### config.mk
export PLATFORM = sky130hd
export DESIGN_NAME = uartBoot
export DESIGN_NICKNAME = d
export VERILOG_FILES = /design/src/hdl/uartBootPkg.sv /design/src/hdl/uartRx.sv /design/src/hdl/programLoader.sv /design/src/hdl/instructionMemory.sv /design/src/hdl/uartBoot.sv
export VERILOG_INCLUDE_DIRS = /design/src /design/src/hdl
export SDC_FILE = /design/constraint.sdc
export NUM_CORES = 2
export LEC_CHECK = 0
export BUFFER_PORTS_ARGS = -buffer_cell sky130_fd_sc_hd__buf_2
export CAP_MARGIN = 25
export CORE_MARGIN = 4
export CORE_UTILIZATION = 65
export DETAILED_ROUTE_END_ITERATION = 10
export MAX_ROUTING_LAYER = met4
export PLACE_DENSITY_LB_ADDON = 0.12
export SLEW_MARGIN = 20
export SYNTH_ARGS = -nofsm -noshare
export SYNTH_HDL_FRONTEND = slang
export SYNTH_SLANG_ARGS = --single-unit
### constraint.sdc
create_clock -name clk -period 11.6 [get_ports clk]
set_input_delay 1.74 -clock clk [delete_from_list [all_inputs] [get_ports clk]]
set_output_delay 1.74 -clock clk [all_outputs]
set_load 0.005 [all_outputs]
### src/hdl/uartBoot_defs.svh
`ifndef UARTBOOT_DEFS_SVH
`define UARTBOOT_DEFS_SVH

// clock cycles per serial bit
// 16 keeps simulation short, raise it for a real baud rate
// (e.g. 27 MHz / 115200 is about 234)
`define CLKS_PER_BIT 16

// instruction memory depth in 32-bit words
// 64 words fills an 8-bit byte address exactly
`define MEM_WORDS 64

`endif

### src/hdl/uartBootPkg.sv
`default_nettype none

package uartBootPkg;

    // data carried on the serial line
    typedef logic [7:0] byteT;

    // one instruction
    typedef logic [31:0] wordT;

    // processor side byte address into instruction memory
    typedef logic [7:0] byteAddrT;

    // word slot in instruction memory
    typedef logic [5:0] wordIndexT;

    // serial receiver
    typedef enum logic [1:0] {IDLE, START, DATA, STOP} rxStateT;

    // boot loader, count byte first, then four bytes per word
    typedef enum logic [2:0] {SIZE, BYTE0, BYTE1, BYTE2, BYTE3, DONE} loadStateT;

endpackage

`default_nettype wire

### src/hdl/uartRx.sv
`default_nettype none

`include "uartBoot_defs.svh"

module uartRx #(
    parameter int ClksPerBit = `CLKS_PER_BIT
) (
    input  wire               clk,
    input  wire               rstN,
    input  wire               serialIn,
    output uartBootPkg::byteT rxByte,
    output logic              rxValid
);
    import uartBootPkg::*;

    localparam int CntWidth = $clog2(ClksPerBit);
    localparam int HalfBit = ClksPerBit / 2;

    logic rxMeta;
    logic rxSync;
    rxStateT state;
    logic [CntWidth-1:0] bitTimer;
    logic [2:0] bitCount;
    logic halfDone;
    logic bitDone;
    byteT shiftReg;

    // line is asynchronous to clk
    always_ff @(posedge clk) begin
        if (!rstN) begin
            rxMeta <= 1'b1;
            rxSync <= 1'b1;
        end else begin
            rxMeta <= serialIn;
            rxSync <= rxMeta;
        end
    end

    assign halfDone = bitTimer == CntWidth'(HalfBit - 1);
    assign bitDone = bitTimer == CntWidth'(ClksPerBit - 1);

    always_ff @(posedge clk) begin
        if (!rstN) begin
            state <= IDLE;
            bitTimer <= '0;
            bitCount <= '0;
            rxValid <= 1'b0;
        end else begin
            rxValid <= 1'b0;
            case (state)
                IDLE: begin
                    bitTimer <= '0;
                    if (!rxSync) begin
                        state <= START;
                    end
                end
                START: begin
                    if (halfDone) begin
                        bitTimer <= '0;
                        bitCount <= '0;
                        // high at mid start bit means a glitch
                        state <= rxSync ? IDLE : DATA;
                    end else begin
                        bitTimer <= bitTimer + 1'b1;
                    end
                end
                DATA: begin
                    if (bitDone) begin
                        bitTimer <= '0;
                        bitCount <= bitCount + 1'b1;
                        if (bitCount == 3'd7) begin
                            state <= STOP;
                        end
                    end else begin
                        bitTimer <= bitTimer + 1'b1;
                    end
                end
                STOP: begin
                    if (bitDone) begin
                        bitTimer <= '0;
                        state <= IDLE;
                        // framing error drops the byte
                        rxValid <= rxSync;
                    end else begin
                        bitTimer <= bitTimer + 1'b1;
                    end
                end
                default: begin
                    state <= IDLE;
                end
            endcase
        end
    end

    // lsb arrives first
    always_ff @(posedge clk) begin
        if (state == DATA && bitDone) begin
            shiftReg <= {rxSync, shiftReg[7:1]};
        end
    end

    assign rxByte = shiftReg;

endmodule

`default_nettype wire

### src/hdl/programLoader.sv
`default_nettype none

`include "uartBoot_defs.svh"

module programLoader (
    input  wire                    clk,
    input  wire                    rstN,
    input  wire uartBootPkg::byteT rxByte,
    input  wire                    rxValid,
    output logic                   wrEn,
    output uartBootPkg::wordIndexT wrIndex,
    output uartBootPkg::wordT      wrWord,
    output logic                   cpuEnable
);
    import uartBootPkg::*;

    // one extra bit so a full memory count fits
    localparam int CountWidth = $clog2(`MEM_WORDS) + 1;

    loadStateT state;
    logic [CountWidth-1:0] wordCount;
    logic [CountWidth-1:0] clampedCount;
    wordIndexT wordIndex;
    logic lastWord;
    logic [23:0] holdReg;

    assign clampedCount = (rxByte > byteT'(`MEM_WORDS)) ? CountWidth'(`MEM_WORDS)
                                                        : CountWidth'(rxByte);
    assign lastWord = (CountWidth'(wordIndex) + 1'b1) == wordCount;
    assign wrIndex = wordIndex;

    always_ff @(posedge clk) begin
        if (!rstN) begin
            state <= SIZE;
            wordCount <= '0;
            wordIndex <= '0;
            wrEn <= 1'b0;
            cpuEnable <= 1'b0;
        end else begin
            wrEn <= 1'b0;
            if (wrEn) begin
                wordIndex <= wordIndex + 1'b1;
            end
            // final word is being stored
            if (wrEn && state == DONE) begin
                cpuEnable <= 1'b1;
            end
            if (rxValid) begin
                case (state)
                    SIZE: begin
                        wordCount <= clampedCount;
                        if (clampedCount == '0) begin
                            state <= DONE;
                            cpuEnable <= 1'b1;
                        end else begin
                            state <= BYTE0;
                        end
                    end
                    BYTE0: state <= BYTE1;
                    BYTE1: state <= BYTE2;
                    BYTE2: state <= BYTE3;
                    BYTE3: begin
                        wrEn <= 1'b1;
                        state <= lastWord ? DONE : BYTE0;
                    end
                    default: begin
                        // nothing more to load
                    end
                endcase
            end
        end
    end

    // msb first, the fourth byte goes straight into the word
    always_ff @(posedge clk) begin
        if (rxValid) begin
            if (state inside {BYTE0, BYTE1, BYTE2}) begin
                holdReg <= {holdReg[15:0], rxByte};
            end
            if (state == BYTE3) begin
                wrWord <= {holdReg, rxByte};
            end
        end
    end

endmodule

`default_nettype wire

### src/hdl/instructionMemory.sv
`default_nettype none

`include "uartBoot_defs.svh"

module instructionMemory (
    input  wire                         clk,
    input  wire                         wrEn,
    input  wire uartBootPkg::wordIndexT wrIndex,
    input  wire uartBootPkg::wordT      wrWord,
    input  wire uartBootPkg::byteAddrT  address,
    output uartBootPkg::wordT           data
);
    import uartBootPkg::*;

    wordT mem [`MEM_WORDS];

    wordIndexT curIndex;
    wordIndexT nextIndex;
    wordT curWord;
    wordT nextWord;

    always_ff @(posedge clk) begin
        if (wrEn) begin
            mem[wrIndex] <= wrWord;
        end
    end

    assign curIndex = address[7:2];
    // last word wraps to the first
    assign nextIndex = curIndex + 1'b1;
    assign curWord = mem[curIndex];
    assign nextWord = mem[nextIndex];

    // four bytes starting at the byte offset, spilling into the next word
    always_comb begin
        case (address[1:0])
            2'd0: data = curWord;
            2'd1: data = {curWord[23:0], nextWord[31:24]};
            2'd2: data = {curWord[15:0], nextWord[31:16]};
            default: data = {curWord[7:0], nextWord[31:8]};
        endcase
    end

endmodule

`default_nettype wire

### src/hdl/uartBoot.sv
`default_nettype none

`include "uartBoot_defs.svh"

module uartBoot #(
    parameter int ClksPerBit = `CLKS_PER_BIT
) (
    input  wire                        clk,
    input  wire                        rstN,
    input  wire                        serialIn,
    input  wire uartBootPkg::byteAddrT address,
    output uartBootPkg::wordT          data,
    output logic                       cpuEnable
);
    import uartBootPkg::*;

    byteT rxByte;
    logic rxValid;
    logic wrEn;
    wordIndexT wrIndex;
    wordT wrWord;

    uartRx #(
        .ClksPerBit(ClksPerBit)
    ) uartRx_i (
        .clk(clk),
        .rstN(rstN),
        .serialIn(serialIn),
        .rxByte(rxByte),
        .rxValid(rxValid)
    );

    programLoader programLoader_i (
        .clk(clk),
        .rstN(rstN),
        .rxByte(rxByte),
        .rxValid(rxValid),
        .wrEn(wrEn),
        .wrIndex(wrIndex),
        .wrWord(wrWord),
        .cpuEnable(cpuEnable)
    );

    // processor reads here once cpuEnable is up
    instructionMemory instructionMemory_i (
        .clk(clk),
        .wrEn(wrEn),
        .wrIndex(wrIndex),
        .wrWord(wrWord),
        .address(address),
        .data(data)
    );

endmodule

`default_nettype wire

Yosys cells after proc, flatten, opt, wreduce, memory -nomap -nowiden
Memory sizes are Yosys's and may differ from the RTL's.
Index checks and enable logic that the tools add are counted.
- bits in writable memories: 2048
- word-level logic and storage cells: 83
- memories: 1
- memory bits (read-only): 0
- latch bits: 0
- output and inout port bits: 33
- input bits: 11
- register bits after elaboration: 94
- divide/modulo/power cells: 0
- equal/unequal tests: 19
- reductions and logical operators: 18
- shift-type cells: 0
- bitwise logic cells: 0
- magnitude comparators: 1
- add/subtract/negate cells: 5
- multiply operators: 0
- muxes and demuxes: 25
- memory list (name ; words ; bits a word ; read ports ; clocked after Yosys merged registers in ; wr ports ; line ; RTL):
    instructionMemory_i.mem ; 64 ; 32 ; 2 ; 0 ; 1 ; instructionMemory.sv:15 ; wordT mem [`MEM_WORDS];
- operator list (operator ; count):
    $pmux 32 s3 ; 1
    $pmux 3 s5 ; 1
    $add 6x1->6 const B ; 2
    $mux 2 ; 6
    $mux 3 ; 4
    $pmux 4 s3 ; 1
    $reduce_and 2->1 ; 5
    $eq 3x3->1 const B ; 3
    $gt 8x7->1 const B ; 1
    $mux 4 ; 2
    $ne 2x1->1 const B ; 4
    $pmux 2 s4 ; 1
    $add 6x1->7 const B ; 1
    $eq 7x7->1 ; 1
    $logic_not 7->1 ; 1
    $mux 1 ; 7
    $mux 7 ; 1
    $eq 2x2->1 const B ; 3
    $eq 3x2->1 const B ; 2
    $pmux 3 s2 ; 1
    $reduce_and 3->1 ; 2
    $reduce_and 5->1 ; 1
    $reduce_bool 5->1 ; 1
    $add 4x1->4 const B ; 1
    other kinds (12) ; 15

Logic depth before layout (Yosys ltp)
- depth in word-level cells: 6
- mapped depth: 13
- gate-level depth less buffers: 8

Modules after synthesis
Synthesis repeated with hierarchy kept, for this count alone.
- cell total of the unflattened synthesis: 4790
- area total of the unflattened synthesis: 95766.8 um2
- modules (own cells, without submodules) (module ; cells an instance ; seq. area each (um2) ; area each (um2) ; times used):
    instructionMemory ; 4536 ; 61499.0 ; 92273.5 ; 1
    programLoader ; 173 ; 2042.0 ; 2622.5 ; 1
    uartRx ; 81 ; 480.5 ; 870.8 ; 1

Least setup slack after synthesis
No wires, ideal clock.
- path kind: input to output
- start point: input address[2]
- end point: output data[11]
- data arrival time: 4.141 ns
- setup slack: 5.719 ns
- path buffers: 3
- cell stages on the path: 10
- data required time: 9.860 ns
- path through: ha_1 -> buf_2 -> buf_2 -> buf_2 -> mux4_2 -> mux4_2 -> a22oi_1 -> nand2_1 -> a22oi_1 -> o21ai_1
- cells in the longest elaborated chain, start to end: 3
- ends and longest elaborated chain (element ; line ; RTL):
    start: declaration ; uartBoot.sv:11 ; input wire uartBootPkg::byteAddrT address,
    $add 6x1->6 ; instructionMemory.sv:30 ; assign nextIndex = curIndex + 1'b1;
    $mem_v2 64x32 (*) ; - ;
    $pmux 32 s3 (*) ; instructionMemory.sv:36 ; case (address[1:0])
    end: declaration ; uartBoot.sv:12 ; output uartBootPkg::wordT data,
Mark *: on every way between the ends. The rest lies on a longest branch, timed or not.

Worst setup path after layout
- start point: input address[2]
- end point: output data[3]
The elaborated chain is that of the path after synthesis.

==> qor.csv <==
metric,value,unit
status,"complete, no violations",
area of the multi-input gates,29800,um^2
# IOs,44,
final setup fails,0,
post-route minimum period,8.05,ns
Worst-Margin Slew,1.24,ns
die footprint,153000,um^2
Placer Congestion,0.934,
vias per inst,8.10,
drt wl/cell,44.9,um
area grow syn2layout,10.3,%
number of distinct library cells after synthesis,80,
die boundary height,391,um
Clk pwr share,0.414,
clk buf depth,3,
share of layout cells above drive strength 1,0.329,
detailed placement HPWL,177,mm
CP top delay family,buffers and inverters,
clock skew,0.0431,ns
Worst Reg-to-Reg Cells,4,
Post-Syn Area per Cell,20.6,um^2
max cap viols,0,
Sw Ratio,0.226,
TritonCTS clock tree,done,
"Clk Latency, worst-skew pair",0.87,ns
sw power,3.74,mW
hold slack,0.409,ns
crit-path cells,buf_12 -> buf_4 -> buf_4 -> mux4_2 -> a211oi_1 -> nand3_1 -> mux2i_1 -> a21oi_1 -> buf_2,
Peak Freq,124,MHz
Nets,4763,
H-tree depth,4,
synth warn,0,
final hold violations,0,
Port Buf Inserts,43,
post-CTS resize count,0,
share of the synthesized area in the top cell type,0.665,
slowest cell on the critical path,a211oi_1,
Area contributors post-synth,"edfxtp_1 (67%), mux4_2 (22%), mux2i_1 (1.7%)",
top_reg_cell synth,edfxtp_1,
drt total wl,308,mm
total power,16.6,mW
drt first pass iters,7,
most frequent CP cell,buf_4,
hold path depth,1,
crit path capture type,output port,
TritonCTS Buffers,208,
Final Max Tran Viols,0,
RSZ-0062 raised after global routing,false,
initial antenna violation count,7,
Max VDD drop,154,uV
"area leader, netlist",edfxtp_1,
LEAKAGE,33.0,nW
hold crit path type,reg -> reg,
Sequential cell area,64000,um^2
vias,55500,
Worst path depth,9,
"Cell Area, Synth",95400,um^2
Cells after Synth,4631,
"Seq/Total Area, Yosys",0.671,
final std cells w/o fill,6849,
vias in the first global route,54100,
CTS Root Cell,clkbuf_16,
"CTS clk-pin slew, worst paths",0.06,ns
asr flop ratio synth,0,
CP Launch Type,primary input,
# Post-CTS Setup Buffers,0,
Rows,140,
total core area,146000,um^2
Final ANT Viol Nets,0,
DR iter-0 viols,10000,
"Max FO, Critical Path",58,
CP bufs+invs,4,
largest net degree at the start of global routing,128,
post-placement cell count,6442,
drt drc,0,
Critical Path RT,9.86,ns
Logic pwr share,0.080,
global-route wire length before repair,428,mm
"Remaining Overflow, GRT",0,
CP Class,in -> out,
GRT Resource Usage Total,0.425,
number of synthesized flops with an enable pin,2112,
die span in x,391,um
Finished Cell Area,105000,um^2
Tcrit/Tclk final,0.694,
Reg power frac,0.505,
Initial Util,0.654,
# clock sinks,2142,
Slew HR,0.172,
"Largest stage delay, worst path",0.79,ns
Critical Path AT,6.31,ns
fillcell total,8464,
dpl cell area,98100,um^2
TNS Setup,0,ns
pwr/cell area,157,nW/um^2
Post-CTS Hold Buffers,0,
post-synthesis register bit count,2142,
Int Pwr,12.8,mW
Synth Net Count,4652,
power groups by stage:
stage               logic [mW]  registers (mW)  clock network (mW)
global route              1.37            8.36                7.23
floorplan                0.884            8.53                   0
global placement          1.27            8.53                   0
CTS                       1.29            8.37                6.88
detailed placement        1.28            8.53                   0
finish                    1.33            8.37                6.86
through the flow:
stage | util | setup WS, ns
after CTS | 0.720 | 3.64
after global placement | 0.672 | 2.46
after detailed placement | 0.673 | 3.66
after global routing | 0.722 | 3.36
final | 0.722 | 3.55
after floorplan | - | 5.72
layer usage:
layer  track usage  wire length, um  vias up
li1              -                -    20300
met1         0.553            98200    28700
met2         0.587           135000     5372
met3         0.165            53300     1123
met4         0.228            20900        0
met5             -                0        -
state kept, by name, indices dropped and copies added (netlist names), named ones only:
name / flops
instructionMemory_i.mem: 2048
programLoader_i.wrWord: 32
programLoader_i.holdReg: 24
uartRx_i.rxByte: 8
programLoader_i.wordCount: 7
programLoader_i.wrIndex: 6
uartRx_i.bitTimer: 4
programLoader_i.state: 3
uartRx_i.bitCount: 3
programLoader_i.cpuEnable: 1
programLoader_i.wrEn: 1
uartRx_i.rxMeta: 1
uartRx_i.rxSync: 1
uartRx_i.rxValid: 1
uartRx_i.state: 1
cells in the mapped netlist, drive strengths merged (22+ instances only):
| cell | n |
|---|---|
| edfxtp | 2112 |
| mux4 | 945 |
| buf | 258 |
| nand2 | 226 |
| mux2i | 163 |
| nor2 | 123 |
| clkbuf | 78 |
| a22oi | 67 |
| nand3 | 62 |
| o221ai | 53 |
| a21oi | 48 |
| nand4 | 47 |
| o22ai | 39 |
| o21ai | 32 |
| dfxtp | 30 |
| nor2b | 27 |
| and2 | 22 |
| nor3 | 22 |
cells in the final DEF (no fill, tap or decap), types with 14 or more instances in the layout:
| cell | instances |
|---|---|
| and3_1 | 14 |
| nor3_1 | 18 |
| clkinv_1 | 44 |
| buf_2 | 38 |
| o221ai_1 | 53 |
| o21ai_0 | 27 |
| nor2_4 | 62 |
| dfxtp_1 | 30 |
| mux2i_1 | 163 |
| nand4_1 | 47 |
| mux2_2 | 17 |
| clkbuf_16 | 208 |
| clkbuf_1 | 34 |
| clkinv_2 | 49 |
| bufinv_16 | 27 |
| mux4_2 | 945 |
| a22oi_1 | 67 |
| nor2_1 | 58 |
| edfxtp_1 | 2112 |
| a21oi_1 | 46 |
| buf_4 | 172 |
| a211oi_1 | 15 |
| nor2b_1 | 23 |
| nand2_1 | 225 |
| o22ai_1 | 39 |
| and2_1 | 22 |
| diode_2 | 17 |
| nand3_1 | 62 |
| nand2b_1 | 16 |
layout make-up:
class                   count  area share
repair buffers            237      0.0191
flip-flops and latches   2142       0.609
diodes                     17    0.000404
well taps                1917      0.0228
clock inverters           141      0.0144
clock buffers             242      0.0507
multi-input cells        2143       0.284
inverters                  10    0.000381
kinds of logic after synthesis:
family / Yosys count / share of synthesized area
adders and majority gates: 10 / 0.00131
AOI/OAI and AO/OA: 375 / 0.0288
and+or+nand+nor: 612 / 0.0309
DFF: 2142 / 0.671
buffers and inverters: 346 / 0.0234
muxes: 1125 / 0.242
xor gates and xnor gates: 21 / 0.00201
worst paths after layout:
| kind | startpoint | endpoint | slack, ns |
|---|---|---|---|
| worst max-delay path | address[2] | data[3] | 3.55 |
| worst min-delay path | uartRx_i.rxMeta$_SDFF_PN1_ | uartRx_i.rxSync$_SDFF_PN1_ | 0.41 |
| worst max register to register | programLoader_i.wrEn$_SDFF_PN0_ | instructionMemory_i.mem[11][29]$_DFFE_PP_ | 7.89 |
| worst min register to register | uartRx_i.rxMeta$_SDFF_PN1_ | uartRx_i.rxSync$_SDFF_PN1_ | 0.41 |
worst reg2reg max path: stages, from the launching register on:
cell     delay (ns)
dfxtp_1        0.62
nor2b_1        0.32
nand3_1        0.65
nor2_4         0.98
buf_4          0.74
Power figures use the tool's default switching activity.
